==> src/verilog/wide_mem_pkg.sv <==
// Shared widths, depths and vector types for the wide memory port.
// Every design file refers to these by scoped names.

package wide_mem_pkg;

  // Byte address width of the wide port.
  localparam int unsigned ADDR_W = 12;
  // Wide data width seen by the requester.
  localparam int unsigned DATA_W = 64;
  // Number of narrow banks behind the port.
  localparam int unsigned NUM_BANKS = 4;
  // Each bank carries one equal slice of the wide word.
  localparam int unsigned BANK_DATA_W = DATA_W / NUM_BANKS;
  // One strobe bit per byte.
  localparam int unsigned BANK_STRB_W = BANK_DATA_W / 8;
  localparam int unsigned WIDE_STRB_W = DATA_W / 8;
  // Bank word index is taken from the address above the wide byte offset.
  localparam int unsigned BANK_WORDS = 2 ** (ADDR_W - 3);
  // Depth of both the request and the response FIFO of a lane.
  localparam int unsigned FIFO_DEPTH = 3;
  // Wide requests in flight, also the dead-slot queue depth.
  localparam int unsigned MAX_TRANS = 3;

  // Byte address.
  typedef logic [ADDR_W-1:0] addr_t;

  // Wide data and strobe.
  typedef logic [DATA_W-1:0] wide_data_t;
  typedef logic [WIDE_STRB_W-1:0] wide_strb_t;

  // Per-bank data and strobe.
  typedef logic [BANK_DATA_W-1:0] bank_data_t;
  typedef logic [BANK_STRB_W-1:0] bank_strb_t;

  // One bit per bank lane.
  typedef logic [NUM_BANKS-1:0] bank_mask_t;

endpackage

==> src/verilog/bank_resp_fifo.sv <==
// Fall-through response FIFO of one bank lane.
// Holds bank answers until all lanes of a wide request can be joined.
`timescale 1ns/1ps

module bank_resp_fifo #(
  parameter int unsigned DEPTH = wide_mem_pkg::FIFO_DEPTH
) (
  input  logic                     clk_i,
  input  logic                     rst_n_i,
  input  logic                     rvalid_i,
  input  wide_mem_pkg::bank_data_t rdata_i,
  output logic                     ready_o,
  output logic                     valid_o,
  output wide_mem_pkg::bank_data_t rdata_o,
  input  logic                     pop_i
);

  localparam int unsigned PTR_W = (DEPTH > 1) ? $clog2(DEPTH) : 1;

  wide_mem_pkg::bank_data_t data_mem [DEPTH];
  logic [PTR_W-1:0]         wr_ptr;
  logic [PTR_W-1:0]         rd_ptr;
  logic [PTR_W:0]           cnt;
  logic                     empty;
  logic                     do_write;
  logic                     do_read;

  assign empty   = (cnt == '0);
  assign ready_o = (cnt != DEPTH);

  // Bank answer is visible in the cycle it arrives.
  assign valid_o = !empty | rvalid_i;
  assign rdata_o = empty ? rdata_i : data_mem[rd_ptr];

  assign do_write = rvalid_i & !(empty & pop_i);
  assign do_read  = pop_i & !empty;

  always_ff @(posedge clk_i) begin
    if (!rst_n_i) begin
      wr_ptr <= '0;
      rd_ptr <= '0;
      cnt    <= '0;
    end else begin
      if (do_write) begin
        wr_ptr <= (wr_ptr == DEPTH - 1) ? '0 : wr_ptr + 1'b1;
      end
      if (do_read) begin
        rd_ptr <= (rd_ptr == DEPTH - 1) ? '0 : rd_ptr + 1'b1;
      end
      if (do_write && !do_read) begin
        cnt <= cnt + 1'b1;
      end else if (do_read && !do_write) begin
        cnt <= cnt - 1'b1;
      end
    end
  end

  always_ff @(posedge clk_i) begin
    if (do_write) begin
      data_mem[wr_ptr] <= rdata_i;
    end
  end

  // Outstanding limit at the wide port keeps this FIFO from overflowing.
  a_no_resp_full : assert property (
    @(posedge clk_i) disable iff (!rst_n_i)
    rvalid_i |-> ready_o
  ) else $error("bank response into full response FIFO");

endmodule

==> config.mk <==
export PLATFORM = sky130hd
export DESIGN_NAME = bank_resp_fifo
export DESIGN_NICKNAME = d
export VERILOG_FILES = /design/src/verilog/wide_mem_pkg.sv /design/src/verilog/bank_resp_fifo.sv
export SDC_FILE = /design/constraint.sdc
export NUM_CORES = 1
export LEC_CHECK = 0
export BUFFER_PORTS_ARGS = -buffer_cell sky130_fd_sc_hd__clkbuf_2
export CORE_MARGIN = 2
export CORE_UTILIZATION = 45
export DETAILED_ROUTE_END_ITERATION = 10
export MAX_ROUTING_LAYER = met4
export PLACE_DENSITY = 0.78
export SETUP_SLACK_MARGIN = 0.1
export SLEW_MARGIN = 20
export SYNTH_ARGS = -nofsm -noshare
export SYNTH_HDL_FRONTEND = slang
export SYNTH_SLANG_ARGS = --single-unit
==> constraint.sdc <==
create_clock -name clk_i -period 3.08 [get_ports clk_i]
set_input_delay 0.308 -clock clk_i [delete_from_list [all_inputs] [get_ports clk_i]]
set_output_delay 0.308 -clock clk_i [all_outputs]
set_load 0.05 [all_outputs]
==> impl_metrics.py <==
metrics = {
    "clock_tree": {
        "root_buffer": "clkbuf_8",
        "numCtsBuffers": 9,
        "clock_sinks": 57,
        "cts_buffer_depth": 2,
        "h-tree-depth": 3,
        "cts_hold_buffers": 0,
        "cts.clk_slew.worst_paths_ps": 60,
        "cts_resized": 0,
        "tritoncts": "built",
        "postCtsSetupBuffers": 0,
        "clock_latency_ps": 330,
    },
    "worst_hold_path": {
        "holdCritPathClass": "input pin to flop",
        "worstHoldEndpoint": "data_mem[0][7]",
        "min_from": "rdata_i[7]",
        "min_path_cells": 1,
    },
    "cells_and_area": {
        "final_cell_mix": "edfxtp_1 (48), clkbuf_2 (37), nand2_1 (21)",
        "fin_nets": 234,
        "diodes": 0,
        "design_area_um2": 2930,
        "area_growth_pct": 19.3,
        "nFillCells": 423,
        "drive_above_1_share_pct": 36.7,
        "final_common_cell": "edfxtp_1",
    },
    "critical_path": {
        "crit-reg2reg-capture": "data_mem[0][8]",
        "crit_chain": "or3_1 -> buf_4 -> mux2_4 -> clkbuf_2",
        "reg2regPathDepth": 4,
        "worstPathMaxFanout": 10,
        "endpoint_kind": "output port",
        "critPathMaxStageDelay_ps": 630,
        "crit_required_ps": 2770,
        "slowest_stage": "or3_1",
        "worstReg2RegStart": "cnt[0]",
        "worst_ep_arrival_time_ps": 2150,
        "cp-start-kind": "flop",
        "rrSetupSlack_ps": 820,
        "critPathKind": "flop to output port",
    },
    "global_routing": {
        "antenna_found_initial": 0,
        "grt_pass1_vias": 1436,
        "grt_pass1_wl_um": 7030,
        "overflow": 0,
        "track_usage_pct": 16.4,
        "grt_max_degree": 24,
    },
    "synth": {
        "syn_area_um2": 2450,
        "avgSynthCellArea_um2": 14.9,
        "ys_ff_latch": 57,
        "syn-num-nets": 186,
        "yosys_warnings": 0,
        "synth_edf_count": 48,
        "yosysSeqAreaShare_pct": 66.2,
        "synthArstFlopShare_pct": 0,
        "synthFlopType": "edfxtp_1",
        "yosys.cell_types.count": 29,
        "synthCells": 165,
    },
    "detailed_routing": {
        "dr.pass1.iters": 4,
        "num_vias": 1476,
        "drc": 0,
        "drt_iter0_markers": 53,
        "wl_um": 4360,
        "wire_per_inst_um": 15.1,
        "postRouteAntennaNets": 0,
        "vias_per_cell": 5.13,
    },
    "power": {
        "total_power_uw": 2180,
        "p_leak_uw": 0.00108,
        "vdd_drop_max_mv": 0.448,
        "pwr_density_cell_nw_per_um2": 744,
    },
    "floorplan": {
        "die_area_um2": 6050,
        "dieWidth_um": 77.8,
        "rows": 26,
        "start_util_pct": 47.4,
        "design.portCount": 38,
        "fp.dieH_um": 77.8,
        "coreArea_um2": 5170,
    },
    "outcome": {
        "status": "complete, no violations",
    },
    "placed_design": {
        "portBuffers": 37,
        "pre_cts_ws_ps": 795,
        "post_dp_cell_area_um2": 2740,
        "dp_hpwl_um": 2960,
        "gp_congestion": 0.707,
    },
    "sta": {
        "skew_ps": 7.74,
        "hold_viol_final": 0,
        "slew_headroom_pct": 52.0,
        "setup_viol": 0,
        "drv_slew": 0,
        "hold_ws_ps": 203,
        "period_share_pct": 80.0,
        "finalSetupTns_ps": 0,
        "max_slew.worst_pin.slew_ps": 719,
        "max_clock_freq_mhz": 406,
        "rsz0062_at_grt": "false",
        "min_period_ps": 2460,
        "worst_slack_ps": 617,
    },
    "flow_run": {
        "maxCapViolations": 0,
    },
}
==> power by group <==
group | internal [µW] | switching (µW) | total, µW
Sequential | 898 | 35.1 | 933
Clock | 393 | 265 | 659
Combinational | 202 | 384 | 585
Total | 1490 | 684 | 2180
==> state kept, by name (all words and copies together) (netlist names), named ones only <==
| signal | count |
|---|---|
| data_mem | 48 |
| cnt | 3 |
| rd_ptr | 2 |
| wr_ptr | 2 |
==> metal layers <==
layer  vias to the layer above  wire length (µm)  global-route usage [%]  part of all wire, %
met5                         -                 0                       -                    0
met4                         0                72                    6.96                  1.7
met3                         7               215                    6.74                  4.9
met2                        43              2170                    26.0                   50
met1                       706              1900                    18.2                   44
li1                        720                 -                       -                    -
==> worst max-delay path: cells and delay by family, from the launching register on <==
family                 cells  cell delay [ps]
buffers and inverters      2              540
DFF                        1              340
muxes                      1              310
and+or+nand+nor            1              630
==> Yosys cell counts, types with 2 or more instances <==
| library cell | count | area (µm²) |
|---|---|---|
| nor3b_1 | 3 | 22.5 |
| mux2_2 | 6 | 67.6 |
| nand2_1 | 21 | 78.8 |
| mux2_4 | 10 | 150 |
| a21oi_1 | 6 | 30.0 |
| inv_1 | 2 | 7.51 |
| nand3b_1 | 2 | 15.0 |
| o21ai_0 | 17 | 85.1 |
| dfxtp_1 | 9 | 180 |
| edfxtp_1 | 48 | 1440 |
| nor3_1 | 2 | 10.0 |
| clkbuf_1 | 3 | 11.3 |
| or3_1 | 3 | 18.8 |
| mux2i_1 | 18 | 180 |
==> kinds of logic after synthesis <==
logic type               count (synthesis)  synth area share [%]
XOR/XNOR                                 1                 0.357
adder cells (fa/ha/maj)                  1                 0.817
buffers and inverters                    9                  2.55
multiplexers                            34                  16.2
AND/OR/NAND/NOR                         36                  7.45
AO/OA/AOI/OAI                           27                  6.43
flip-flops                              57                  66.2
==> through the flow <==
step / utilization [%] / std cells
2_1_floorplan: - / 165
3_3_place_gp: 52.9 / 272
3_5_place_dp: 52.9 / 272
4_1_cts: 56.6 / 288
5_1_grt: 56.6 / 288
6_report: 56.6 / 288
==> worst max-delay path by stage <==
stage	start	endpoint	slack [ps]
after floorplan	cnt[0]	data_mem[1][0]	640
after global placement	cnt[0]	data_mem[0][9]	900
after detailed placement	cnt[0]	data_mem[0][10]	800
after CTS	cnt[2]	rdata_o[14]	590
after global routing	cnt[0]	rdata_o[10]	490
final	cnt[2]	rdata_o[13]	620
==> final cells by class <==
class | instances | area [µm²] | area share, %
Clock buffer | 13 | 149 | 5.09
Tap cell | 70 | 87.6 | 2.99
Clock inverter | 3 | 40.0 | 1.37
Sequential cell | 57 | 1620 | 55.4
Timing Repair Buffer | 44 | 238 | 8.13
Inverter | 2 | 7.51 | 0.257
Multi-Input combinational cell | 99 | 782 | 26.7
(Power assumes the default switching activity.)
