$ cat config.mk
export PLATFORM = sky130hd
export DESIGN_NAME = bank_split_ctrl
export DESIGN_NICKNAME = d
export VERILOG_FILES = /design/src/verilog/wide_mem_pkg.sv /design/src/verilog/bank_split_ctrl.sv
export SDC_FILE = /design/constraint.sdc
export NUM_CORES = 1
export LEC_CHECK = 0
export BUFFER_PORTS_ARGS = -buffer_cell sky130_fd_sc_hd__buf_2
export CAP_MARGIN = 20
export CORE_ASPECT_RATIO = 0.7
export CORE_MARGIN = 10
export CORE_UTILIZATION = 49
export DETAILED_ROUTE_END_ITERATION = 6
export GPL_ROUTABILITY_DRIVEN = 0
export GPL_TIMING_DRIVEN = 1
export PLACE_DENSITY = 0.8
export SYNTH_ARGS = -nofsm -noshare
export SYNTH_HDL_FRONTEND = slang
export SYNTH_SLANG_ARGS = --single-unit
$ cat constraint.sdc
create_clock -name clk_i -period 2.95 [get_ports clk_i]
set_clock_uncertainty 0.2 [all_clocks]
set_input_delay 0.59 -clock clk_i [delete_from_list [all_inputs] [get_ports clk_i]]
set_output_delay 0.59 -clock clk_i [all_outputs]
set_load 0.03 [all_outputs]
$ cat src/verilog/wide_mem_pkg.sv
// Shared widths, depths and vector types for the wide memory port.
// Every design file refers to these by scoped names.

package wide_mem_pkg;

  // Byte address width of the wide port.
  localparam int unsigned ADDR_W = 12;
  // Wide data width seen by the requester.
  localparam int unsigned DATA_W = 64;
  // Number of narrow banks behind the port.
  localparam int unsigned NUM_BANKS = 4;
  // Each bank carries one equal slice of the wide word.
  localparam int unsigned BANK_DATA_W = DATA_W / NUM_BANKS;
  // One strobe bit per byte.
  localparam int unsigned BANK_STRB_W = BANK_DATA_W / 8;
  localparam int unsigned WIDE_STRB_W = DATA_W / 8;
  // Bank word index is taken from the address above the wide byte offset.
  localparam int unsigned BANK_WORDS = 2 ** (ADDR_W - 3);
  // Depth of both the request and the response FIFO of a lane.
  localparam int unsigned FIFO_DEPTH = 3;
  // Wide requests in flight, also the dead-slot queue depth.
  localparam int unsigned MAX_TRANS = 3;

  // Byte address.
  typedef logic [ADDR_W-1:0] addr_t;

  // Wide data and strobe.
  typedef logic [DATA_W-1:0] wide_data_t;
  typedef logic [WIDE_STRB_W-1:0] wide_strb_t;

  // Per-bank data and strobe.
  typedef logic [BANK_DATA_W-1:0] bank_data_t;
  typedef logic [BANK_STRB_W-1:0] bank_strb_t;

  // One bit per bank lane.
  typedef logic [NUM_BANKS-1:0] bank_mask_t;

endpackage

$ cat src/verilog/bank_split_ctrl.sv
// Control of the wide port for grant, lane push and response join.
// A small queue remembers, per accepted request, which lanes give no bank
// response, so the join can complete those lanes without waiting.
`timescale 1ns/1ps

module bank_split_ctrl (
  input  logic                     clk_i,
  input  logic                     rst_n_i,
  input  logic                     req_i,
  output logic                     gnt_o,
  input  wide_mem_pkg::bank_mask_t zero_mask_i,
  input  wide_mem_pkg::bank_mask_t lane_ready_i,
  input  wide_mem_pkg::bank_mask_t resp_valid_i,
  input  wide_mem_pkg::bank_mask_t resp_ready_i,
  output wide_mem_pkg::bank_mask_t push_o,
  output wide_mem_pkg::bank_mask_t pop_o,
  output logic                     rvalid_o
);

  // Dead-slot queue pointers and fill level.
  logic [$clog2(wide_mem_pkg::MAX_TRANS)-1:0]   dq_wr_ptr;
  logic [$clog2(wide_mem_pkg::MAX_TRANS)-1:0]   dq_rd_ptr;
  logic [$clog2(wide_mem_pkg::MAX_TRANS+1)-1:0] dq_cnt;
  wide_mem_pkg::bank_mask_t                     dq_mem [wide_mem_pkg::MAX_TRANS];
  wide_mem_pkg::bank_mask_t                     dq_head;
  logic                                         dq_full;
  logic                                         dq_empty;
  logic                                         accept;

  // Pointer step with wrap at the queue depth.
  function automatic logic [$clog2(wide_mem_pkg::MAX_TRANS)-1:0] next_ptr(
    input logic [$clog2(wide_mem_pkg::MAX_TRANS)-1:0] ptr
  );
    if (ptr == wide_mem_pkg::MAX_TRANS - 1) begin
      return '0;
    end
    return ptr + 1'b1;
  endfunction

  assign dq_full  = (dq_cnt == wide_mem_pkg::MAX_TRANS);
  assign dq_empty = (dq_cnt == '0);
  assign dq_head  = dq_mem[dq_rd_ptr];

  // Grant only if every lane can take the split request and its response.
  assign gnt_o  = (&lane_ready_i) & (&resp_ready_i) & !dq_full;
  assign accept = req_i & gnt_o;

  // All lanes are loaded together.
  assign push_o = {wide_mem_pkg::NUM_BANKS{accept}};

  // Each lane is either holding data or marked dead for the head request.
  assign rvalid_o = !dq_empty & (&(resp_valid_i | dq_head));

  // Dead lanes hold nothing in their response FIFO.
  assign pop_o = {wide_mem_pkg::NUM_BANKS{rvalid_o}} & ~dq_head;

  always_ff @(posedge clk_i) begin
    if (!rst_n_i) begin
      dq_wr_ptr <= '0;
      dq_rd_ptr <= '0;
      dq_cnt    <= '0;
    end else begin
      if (accept) begin
        dq_wr_ptr <= next_ptr(dq_wr_ptr);
      end
      if (rvalid_o) begin
        dq_rd_ptr <= next_ptr(dq_rd_ptr);
      end
      case ({accept, rvalid_o})
        2'b10:   dq_cnt <= dq_cnt + 1'b1;
        2'b01:   dq_cnt <= dq_cnt - 1'b1;
        default: dq_cnt <= dq_cnt;
      endcase
    end
  end

  // Zero-slot mask of each accepted request.
  always_ff @(posedge clk_i) begin
    if (accept) begin
      dq_mem[dq_wr_ptr] <= zero_mask_i;
    end
  end

  // No lane may hold a response while nothing is outstanding.
  // Bank answers belong to accepted requests only.
  a_no_resp_when_idle : assert property (
    @(posedge clk_i) disable iff (!rst_n_i)
    dq_empty |-> (resp_valid_i == '0)
  ) else $error("response data present with no outstanding request");

endmodule

==> impl_metrics.py <==
metrics = {
    "status": {
        "status": "completed",
    },
    "power": {
        "finalPower_mw": 0.5378,
        "powerDensity_nw_per_um2": 473.9,
        "power.ir.vdd_worst_v": 0.0004399,
        "p_leak_nw": 0.4785,
    },
    "sta": {
        "relSlewSlack": 0.5916,
        "hold_viol_final": 0,
        "setup-tns-final_ns": 0,
        "min_period_ns": 2.779,
        "timing.final.max_slew_violations": 0,
        "worst_pin_slew_ns": 0.6062,
        "setup_viol": 0,
        "max_freq_ghz": 0.3598,
        "min_period_over_period": 0.9422,
        "rsz0062_at_grt": "false",
    },
    "die": {
        "die_y_um": 57.05,
        "die_area_um2": 4161,
        "die_width_um": 72.93,
        "ioPinCount": 29,
        "rows": 13,
        "core-area_um2": 1854,
        "start_util": 0.5182,
    },
    "clock_network": {
        "clockBufferDepth": 2,
        "clock_latency_ns": 0.30,
        "cts_tree": "yes",
        "cts_sinks": 20,
        "cts.reportedPaths.clkPinSlew_ns": 0.11,
        "post_cts_buffers": 0,
        "cts_hold_buffers": 0,
        "cts_root_buf": "clkbuf_4",
        "numCtsBuffers": 3,
        "postCtsResizedCells": 0,
        "htree_levels": 1,
    },
    "logic_synthesis": {
        "syn_area_um2": 960.9,
        "ys_seq_elements": 20,
        "synth_fp_nets": 102,
        "synth.distinct_cells": 30,
        "syn_inst": 82,
        "ys_seq_area_frac": 0.5417,
        "ys.warnings.count": 0,
        "syn_area_per_cell_um2": 11.72,
    },
    "setup_path": {
        "start_kind": "register",
        "crit_arrival_ns": 1.99,
        "rr_worst_depth": 7,
        "worstSetupEndpointType": "primary output",
        "cp_max_fo": 7,
        "required_ns": 2.16,
        "worstSetupPathType": "reg2out",
    },
    "drt": {
        "wirelength_um": 2090,
        "wl_per_cell_um": 16.08,
        "vias_per_cell": 5.446,
        "drc": 0,
        "dr.pass1.iters": 4,
        "drt-initial-drc-count": 30,
        "route.vias.total": 708,
        "ant_nets": 0,
    },
    "min_path": {
        "min_from": "zero_mask_i[0]",
        "hold_depth": 1,
        "hold_class": "in2reg",
    },
    "global_route": {
        "grt_use_total": 0.1041,
        "antenna_found_initial": 0,
        "grt_pass1_vias": 738,
        "grt-ovfl-total": 0,
        "grt_max_degree": 13,
        "grt_pass1_wl_um": 3387,
    },
    "finish": {
        "antenna_cells": 0,
        "syn_to_final_growth_pct": 18.10,
        "num-nets-final": 129,
        "drive_above_1_share": 0.3426,
    },
    "flow_run": {
        "max_cap_violations": 0,
    },
    "placed_design": {
        "numPortBuffers": 28,
        "dp_hpwl_um": 1734,
    },
}
-- per-layer routing --
metal  up-vias  GRT usage  wire length, um
li1        340          -                -
met1       329     0.1197              939
met2        35     0.1556              881
met3         4    0.05872              238
met4         0    0.04324               30
met5         -          0                0
-- area by class of cell --
cell class / instances / area [um2]
fill: 163 / 719.4
inverter: 8 / 30.03
timing repair buffer: 28 / 140.1
clock buffer: 3 / 22.52
tap: 22 / 27.53
clock inverter: 1 / 30.03
multi-input combinational: 48 / 364.1
sequential: 20 / 520.5
-- cells in the mapped netlist --
| library cell | n | area (um2) |
|---|---|---|
| and3_1 | 1 | 6.260 |
| xnor2_1 | 1 | 8.760 |
| a21oi_1 | 3 | 15.01 |
| clkbuf_2 | 1 | 5.000 |
| nor2_1 | 7 | 26.28 |
| ha_1 | 1 | 12.51 |
| o221a_2 | 1 | 11.26 |
| o31ai_2 | 1 | 12.51 |
| buf_6 | 1 | 11.26 |
| nand4_1 | 2 | 12.51 |
| inv_1 | 8 | 30.03 |
| or3_1 | 2 | 12.51 |
| a211oi_4 | 1 | 20.02 |
| a2111o_1 | 1 | 11.26 |
| xor2_1 | 1 | 8.760 |
| a211oi_1 | 1 | 7.510 |
| o21ai_0 | 3 | 15.01 |
| buf_4 | 4 | 30.03 |
| nand3_1 | 2 | 10.01 |
| nand2_1 | 4 | 15.01 |
| dfxtp_1 | 8 | 160.2 |
| nor3b_1 | 1 | 7.510 |
| a221oi_2 | 1 | 15.01 |
| nand3b_1 | 1 | 7.510 |
| edfxtp_1 | 12 | 360.4 |
| nand2b_1 | 3 | 18.77 |
| mux2i_1 | 7 | 70.07 |
| or2_1 | 1 | 6.260 |
| o221ai_4 | 1 | 26.28 |
| or2b_1 | 1 | 7.510 |
-- where the power goes --
part           switching, mW  internal (mW)  total, mW
combinational         0.0110         0.0107     0.0217
sequential          0.000209          0.295      0.296
clock                 0.0832          0.137      0.221
-- kinds of logic (layout without fill, tap and decap cells) --
| kind of cell | after synthesis | in the layout | share of synthesized area |
|---|---|---|---|
| AOI/OAI and AO/OA | 13 | 13 | 0.1393 |
| xor gates and xnor gates | 2 | 2 | 0.01823 |
| adders and majority gates | 1 | 1 | 0.01302 |
| buffers and inverters | 14 | 40 | 0.07942 |
| DFF | 20 | 20 | 0.5417 |
| muxes | 7 | 7 | 0.07292 |
| and+or+nand+nor | 25 | 25 | 0.1354 |
-- flip-flops by register name, summed over array words and instances (netlist names), named ones only --
register and count:
dq_mem 12, dq_rd_ptr 2, dq_cnt 2, dq_wr_ptr 2
-- cells in the final DEF (no fill, tap or decap), types with 2 or more instances in the layout --
master    synthesis  routed
nand4_1           2       2
inv_1             8       8
clkbuf_4          0       3
buf_2             0      28
nand3_1           2       2
nand2_1           4       4
a21oi_1           3       3
mux2i_1           7       7
dfxtp_1           8       8
o21ai_0           3       3
or3_1             2       2
nand2b_1          3       3
nor2_1            7       7
edfxtp_1         12      12
-- stage by stage --
stage | utilization | instances | cell area [um2] | hold slack (ns) | setup WS (ns)
after floorplan | - | 82 | 960.9 | 0.2494 | 0.5202
after global placement | 0.5837 | 126 | 1082 | 0.2708 | 0.5249
after detailed placement | 0.5837 | 126 | 1082 | 0.2895 | 0.4624
after CTS | 0.6120 | 130 | 1135 | 0.2691 | 0.1649
after global routing | 0.6120 | 130 | 1135 | 0.2706 | 0.01566
final | 0.6120 | 130 | 1135 | 0.2804 | 0.1705
-- final timing paths --
path | end | slack, ns
setup reg to reg | dq_cnt[1] | 0.46
setup / recovery | pop_o[0] | 0.17
hold reg to reg | dq_wr_ptr[1] | 0.31
hold / removal | dq_mem[1][0] | 0.28
-- worst max-delay path: stages, from the launching register on --
cell and delay (ns):
dfxtp_1 0.48, mux2i_1 0.11, o21ai_0 0.50, o221ai_4 0.23
a21oi_1 0.15, buf_2 0.21
Note: power is estimated with default switching activity, not from simulation.
