$ cat config.mk
export PLATFORM = sky130hd
export DESIGN_NAME = bank_req_fifo_flat
export DESIGN_NICKNAME = d
export VERILOG_FILES = /design/src/verilog/wide_mem_pkg.sv /design/src/verilog/bank_req_if.sv /design/src/verilog/bank_req_fifo.sv /design/src/flat_wrapper.sv
export SDC_FILE = /design/constraint.sdc
export NUM_CORES = 1
export LEC_CHECK = 0
export ABC_AREA = 1
export BUFFER_PORTS_ARGS = -buffer_cell sky130_fd_sc_hd__buf_4
export CORE_MARGIN = 3
export CORE_UTILIZATION = 56
export DETAILED_ROUTE_END_ITERATION = 10
export GPL_TIMING_DRIVEN = 0
export PLACE_DENSITY_LB_ADDON = 0.3
export SLEW_MARGIN = 25
export SYNTH_ARGS = -nofsm -noshare
export SYNTH_HDL_FRONTEND = slang
export SYNTH_SLANG_ARGS = --single-unit
$ cat constraint.sdc
create_clock -name clk_i -period 3.3 [get_ports clk_i]
set_input_delay 0.66 -clock clk_i [delete_from_list [all_inputs] [get_ports clk_i]]
set_output_delay 0.66 -clock clk_i [all_outputs]
set_load 0.1 [all_outputs]
$ cat src/verilog/wide_mem_pkg.sv
// Shared widths, depths and vector types for the wide memory port.
// Every design file refers to these by scoped names.

package wide_mem_pkg;

  // Byte address width of the wide port.
  localparam int unsigned ADDR_W = 12;
  // Wide data width seen by the requester.
  localparam int unsigned DATA_W = 64;
  // Number of narrow banks behind the port.
  localparam int unsigned NUM_BANKS = 4;
  // Each bank carries one equal slice of the wide word.
  localparam int unsigned BANK_DATA_W = DATA_W / NUM_BANKS;
  // One strobe bit per byte.
  localparam int unsigned BANK_STRB_W = BANK_DATA_W / 8;
  localparam int unsigned WIDE_STRB_W = DATA_W / 8;
  // Bank word index is taken from the address above the wide byte offset.
  localparam int unsigned BANK_WORDS = 2 ** (ADDR_W - 3);
  // Depth of both the request and the response FIFO of a lane.
  localparam int unsigned FIFO_DEPTH = 3;
  // Wide requests in flight, also the dead-slot queue depth.
  localparam int unsigned MAX_TRANS = 3;

  // Byte address.
  typedef logic [ADDR_W-1:0] addr_t;

  // Wide data and strobe.
  typedef logic [DATA_W-1:0] wide_data_t;
  typedef logic [WIDE_STRB_W-1:0] wide_strb_t;

  // Per-bank data and strobe.
  typedef logic [BANK_DATA_W-1:0] bank_data_t;
  typedef logic [BANK_STRB_W-1:0] bank_strb_t;

  // One bit per bank lane.
  typedef logic [NUM_BANKS-1:0] bank_mask_t;

endpackage

$ cat src/verilog/bank_req_if.sv
// Request and response signals of one bank lane.
// The top level fills the push side, the request FIFO drives the bank request,
// and the bank answers on the response side.
`timescale 1ns/1ps

interface bank_req_if;

  // Push side, driven from the wide request split.
  logic                     push;
  logic                     ready;
  wide_mem_pkg::addr_t      push_addr;
  wide_mem_pkg::bank_data_t push_wdata;
  wide_mem_pkg::bank_strb_t push_strb;
  logic                     push_we;

  // Bank request, driven from the FIFO head.
  logic                     req;
  logic                     gnt;
  wide_mem_pkg::addr_t      addr;
  wide_mem_pkg::bank_data_t wdata;
  wide_mem_pkg::bank_strb_t strb;
  logic                     we;

  // Bank response.
  logic                     rvalid;
  wide_mem_pkg::bank_data_t rdata;

  modport split (output push, push_addr, push_wdata, push_strb, push_we,
                 input ready, rvalid, rdata);
  modport fifo (output ready, req, addr, wdata, strb, we,
                input push, push_addr, push_wdata, push_strb, push_we, gnt);
  modport bank (output gnt, rvalid, rdata,
                input req, addr, wdata, strb, we);

endinterface

$ cat src/verilog/bank_req_fifo.sv
// Fall-through request FIFO of one bank lane.
// A write whose strobe slice is zero leaves the head without ever
// reaching the bank, everything else waits there for the bank grant.
`timescale 1ns/1ps

module bank_req_fifo #(
  parameter int unsigned DEPTH = wide_mem_pkg::FIFO_DEPTH
) (
  input logic       clk_i,
  input logic       rst_n_i,
  bank_req_if.fifo  lane
);

  localparam int unsigned PTR_W = (DEPTH > 1) ? $clog2(DEPTH) : 1;

  // Payload storage.
  wide_mem_pkg::addr_t      addr_mem  [DEPTH];
  wide_mem_pkg::bank_data_t wdata_mem [DEPTH];
  wide_mem_pkg::bank_strb_t strb_mem  [DEPTH];
  logic                     we_mem    [DEPTH];

  logic [PTR_W-1:0]   wr_ptr;
  logic [PTR_W-1:0]   rd_ptr;
  logic [PTR_W:0]     cnt;
  logic               empty;
  logic               head_valid;
  logic               head_dead;
  logic               pop;
  logic               do_write;
  logic               do_read;

  assign empty      = (cnt == '0);
  assign lane.ready = (cnt != DEPTH);

  // Head comes straight from the push side when nothing is stored.
  assign head_valid = !empty | lane.push;
  assign lane.addr  = empty ? lane.push_addr  : addr_mem[rd_ptr];
  assign lane.wdata = empty ? lane.push_wdata : wdata_mem[rd_ptr];
  assign lane.strb  = empty ? lane.push_strb  : strb_mem[rd_ptr];
  assign lane.we    = empty ? lane.push_we    : we_mem[rd_ptr];

  // Zero-strobe write at the head retires on its own.
  assign head_dead = lane.we & (lane.strb == '0);
  assign lane.req  = head_valid & !head_dead;
  assign pop       = head_valid & (head_dead | lane.gnt);

  // A push into an empty FIFO that leaves at once is never stored.
  assign do_write = lane.push & !(empty & pop);
  assign do_read  = pop & !empty;

  always_ff @(posedge clk_i) begin
    if (!rst_n_i) begin
      wr_ptr <= '0;
      rd_ptr <= '0;
      cnt    <= '0;
    end else begin
      if (do_write) begin
        wr_ptr <= (wr_ptr == DEPTH - 1) ? '0 : wr_ptr + 1'b1;
      end
      if (do_read) begin
        rd_ptr <= (rd_ptr == DEPTH - 1) ? '0 : rd_ptr + 1'b1;
      end
      if (do_write && !do_read) begin
        cnt <= cnt + 1'b1;
      end else if (do_read && !do_write) begin
        cnt <= cnt - 1'b1;
      end
    end
  end

  always_ff @(posedge clk_i) begin
    if (do_write) begin
      addr_mem[wr_ptr]  <= lane.push_addr;
      wdata_mem[wr_ptr] <= lane.push_wdata;
      strb_mem[wr_ptr]  <= lane.push_strb;
      we_mem[wr_ptr]    <= lane.push_we;
    end
  end

  // The wide grant must hold back pushes into a full lane.
  a_no_push_full : assert property (
    @(posedge clk_i) disable iff (!rst_n_i)
    lane.push |-> lane.ready
  ) else $error("push into full request FIFO");

endmodule

$ cat src/flat_wrapper.sv
// flat-port wrapper written by rule: the top's interface ports become plain ports
module bank_req_fifo_flat 
#(
  parameter int unsigned DEPTH = wide_mem_pkg::FIFO_DEPTH
)
  (clk_i, rst_n_i, lane_ready, lane_req, lane_addr, lane_wdata, lane_strb, lane_we, lane_push, lane_push_addr, lane_push_wdata, lane_push_strb, lane_push_we, lane_gnt);
  bank_req_if lane_i ();
  input logic clk_i;
  input logic rst_n_i;
  output wire logic [$bits(lane_i.ready)-1:0] lane_ready;
  output wire logic [$bits(lane_i.req)-1:0] lane_req;
  output wire logic [$bits(lane_i.addr)-1:0] lane_addr;
  output wire logic [$bits(lane_i.wdata)-1:0] lane_wdata;
  output wire logic [$bits(lane_i.strb)-1:0] lane_strb;
  output wire logic [$bits(lane_i.we)-1:0] lane_we;
  input wire logic [$bits(lane_i.push)-1:0] lane_push;
  input wire logic [$bits(lane_i.push_addr)-1:0] lane_push_addr;
  input wire logic [$bits(lane_i.push_wdata)-1:0] lane_push_wdata;
  input wire logic [$bits(lane_i.push_strb)-1:0] lane_push_strb;
  input wire logic [$bits(lane_i.push_we)-1:0] lane_push_we;
  input wire logic [$bits(lane_i.gnt)-1:0] lane_gnt;
  assign lane_ready = lane_i.ready;
  assign lane_req = lane_i.req;
  assign lane_addr = lane_i.addr;
  assign lane_wdata = lane_i.wdata;
  assign lane_strb = lane_i.strb;
  assign lane_we = lane_i.we;
  assign lane_i.push = lane_push;
  assign lane_i.push_addr = lane_push_addr;
  assign lane_i.push_wdata = lane_push_wdata;
  assign lane_i.push_strb = lane_push_strb;
  assign lane_i.push_we = lane_push_we;
  assign lane_i.gnt = lane_gnt;
  bank_req_fifo #(.DEPTH(DEPTH)) u_core (.clk_i(clk_i), .rst_n_i(rst_n_i), .lane(lane_i));
endmodule
==> metrics.txt <==
outcome=complete, no violations; hpwl dp=roughly 5800 um; CP max stage delay=around 0.45 ns; Mapped Cells=371; Worst-Skew Late Latency=0.36 ns; dominant cell type by area after synthesis=edfxtp_1; Slowest cell on crit path=clkbuf_1; clock slew seen by the registers of the worst setup and hold paths=around 0.090 ns; CTS Root Cell=clkbuf_8; Crit. End Element=output pin; Finished Layout Cells=about 550; total CTS buffers=9; final slew viol count=0; setup TNS=0 ns; hold violation total from the final report=0; Total Nets Final=between 400 and 500; final setup skew=0.0106 ns; post-cts resize count=0; EDFF count, synth=a little over 90; vias=between 2000 and 3000; H-Tree Depth=3; number of global-route vias before repair=a little under 3000; # IOs=68; Die Y=about 93 um; post-synthesis cell type count=24; first-pass GRT wire length=about 14000 um; FP Rows=31; post-synth top area share=between 60% and 70%; Core Area=between 0.007 and 0.008 mm^2; die width=just over 90 um; asr flop ratio synth=0%; crit-path cells=nor2_2 > nand2_2 > clkinv_2 > buf_4 > clkbuf_1 > nand2_1 > o21ai_1 > buf_4; top cells by area, synth=edfxtp_1 66%, nand2_1 8.7%, o21ai_0 6.9%; post-synth design cell area=0.00422 mm^2; Slew @ Worst Pin=0.759 ns; CTS Hold Buffers Added=0; final setup margin=between 0.2 and 0.3 ns; TritonCTS clock tree=built; RSZ-0062 raised after global routing=no; CTS Buffer Depth=2; Post-Syn Area per Cell=roughly 11 um^2; Final setup viols=0; synth warn=0; DRC errors left=0; Net Count, Synth=408; initial antenna violation count=0; Port Buf Inserts=67; post-CTS setup buffer count=0; largest net degree at the start of global routing=32; total gr overflow=0; Period minus WS final=about 3 ns; drt initial violations=approximately 200; starting density of the core=~58%; CP startpoint kind=flip-flop; n_diodes=0; Die ar.=between 0.008 and 0.009 mm^2; WP data required=between 2 and 3 ns; post-detailed-route count of antenna-violating nets=0; Data arrival, critical path=roughly 2.4 ns; period utilization=around nine tenths; DP Worst Slack=0.682 ns; CP startpoint=u_core.cnt[0]; GPL Wtd Cong=around 0.75; total global-route track usage=between 20 and 25%; CTS Sinks=approximately 100; WP buf/inv=4; layout overhead on the synthesized area=19.9%; Routed WL=between 9000 and 10000 um; router iterations before antenna repair=5; top-count cell post-synth=nand2_1; share of layout cells above drive strength 1=23.7%; Worst Path Max Fanout=10; max_cap viols=0; Hold Startpoint=u_core.wr_ptr[0]; Synth Register Bits=102; Crit path top cell by count=buf_4; routed len/inst=approximately 16 um; register area share after synthesis=70.4%; ys flop type=edfxtp_1; Setup Crit Path Kind=flip-flop to output pin; Avg Vias per Cell=about 5.3; crit-path leading delay family=buffers and inverters; Hold/Removal Path Class=flip-flop to flip-flop; Synth top cells by count=98 x nand2_1, 93 x edfxtp_1, 58 x o21ai_0, 34 x nand3_1, 20 x inv_1; FMAX=332 MHz; fin util=approximately 69%; placed insts=approximately 540; Max-slew headroom=approximately half
[path summary, 6_finish.rpt]
| check | cells past startpoint | slack (ns) | end |
|---|---|---|---|
| min reg2reg | 2 | 0.49 | u_core.wr_ptr[0] |
| max reg2reg | 17 | 0.76 | u_core.cnt[2] |
| max | 8 | 0.29 | lane_addr[2] |
| min | 2 | 0.49 | u_core.wr_ptr[0] |
[registers in the layout (all words and copies together), names as in the netlist, named ones only]
name              flops
u_core.strb_mem       6
u_core.wr_ptr         2
u_core.we_mem         3
u_core.wdata_mem     48
u_core.addr_mem      36
u_core.rd_ptr         2
u_core.cnt            3
[tightest hold or removal path, delay by kind of cell (launching register included)]
| family | cells | cell delay (ns) |
|---|---|---|
| AO/OA/AOI/OAI | 1 | 0.05 |
| AND/OR/NAND/NOR | 1 | 0.07 |
| flip-flops | 1 | 0.34 |
[cells in the final DEF (no fill, tap or decap)]
cell type / netlist / layout
nor2_2: 1 / 1
nand3_4: 1 / 1
inv_6: 0 / 4
o21ai_1: 4 / 29
clkinv_2: 1 / 1
edfxtp_1: 93 / 93
nor2_1: 12 / 11
inv_1: 20 / 18
nand2_1: 98 / 98
clkbuf_1: 10 / 10
a21oi_2: 2 / 2
clkbuf_8: 0 / 9
dfxtp_1: 9 / 9
inv_2: 2 / 4
buf_4: 2 / 69
nor2_4: 1 / 2
clkinv_4: 0 / 1
o21ai_0: 58 / 33
a21oi_1: 6 / 6
or2_0: 2 / 2
buf_2: 6 / 6
xor2_1: 1 / 1
nand3_1: 34 / 34
nand2_4: 2 / 2
nand2_2: 4 / 4
clkinv_1: 0 / 1
fa_1: 1 / 1
ha_1: 1 / 1
clkinvlp_4: 0 / 1
buf_16: 0 / 1
[cells by family (layout without fill, tap and decap cells)]
logic type / Yosys count / in the layout / synth area share [%]
AOI/OAI and AO/OA: 70 / 70 / 8.48
xor gates and xnor gates: 1 / 1 / 0.208
adders and majority gates: 2 / 2 / 0.771
buffers and inverters: 41 / 125 / 4.03
DFF: 102 / 102 / 70.4
and+or+nand+nor: 155 / 155 / 16.1
[metrics by stage]
step	hold slack, ns	area [um^2]
3_3_place_gp	0.463	4850
5_1_grt	0.483	5060
3_5_place_dp	0.477	4880
6_report	0.489	5060
4_1_cts	0.482	5060
2_1_floorplan	0.451	4220
[per-layer routing]
layer	track usage (%)	vias to the layer above	part of all wire, %
met4	6.11	0	0.82
met5	0	-	0
li1	-	1442	-
met3	3.25	8	5.8
met2	36.2	92	51
met1	29.4	1386	42
[cell type report]
| type | instances | area, um^2 |
|---|---|---|
| inverters | 23 | 87.6 |
| repair buffers | 68 | 531 |
| flip-flops and latches | 102 | 2970 |
| clock inverters | 7 | 55.1 |
| well taps | 99 | 124 |
| fillers | 562 | 2230 |
| multi-input cells | 228 | 1080 |
| clock buffers | 9 | 124 |
| plain buffers | 18 | 82.6 |
Power is not shown: default switching activity piles up to over one toggle a cycle in this logic, so the estimate is an artifact.
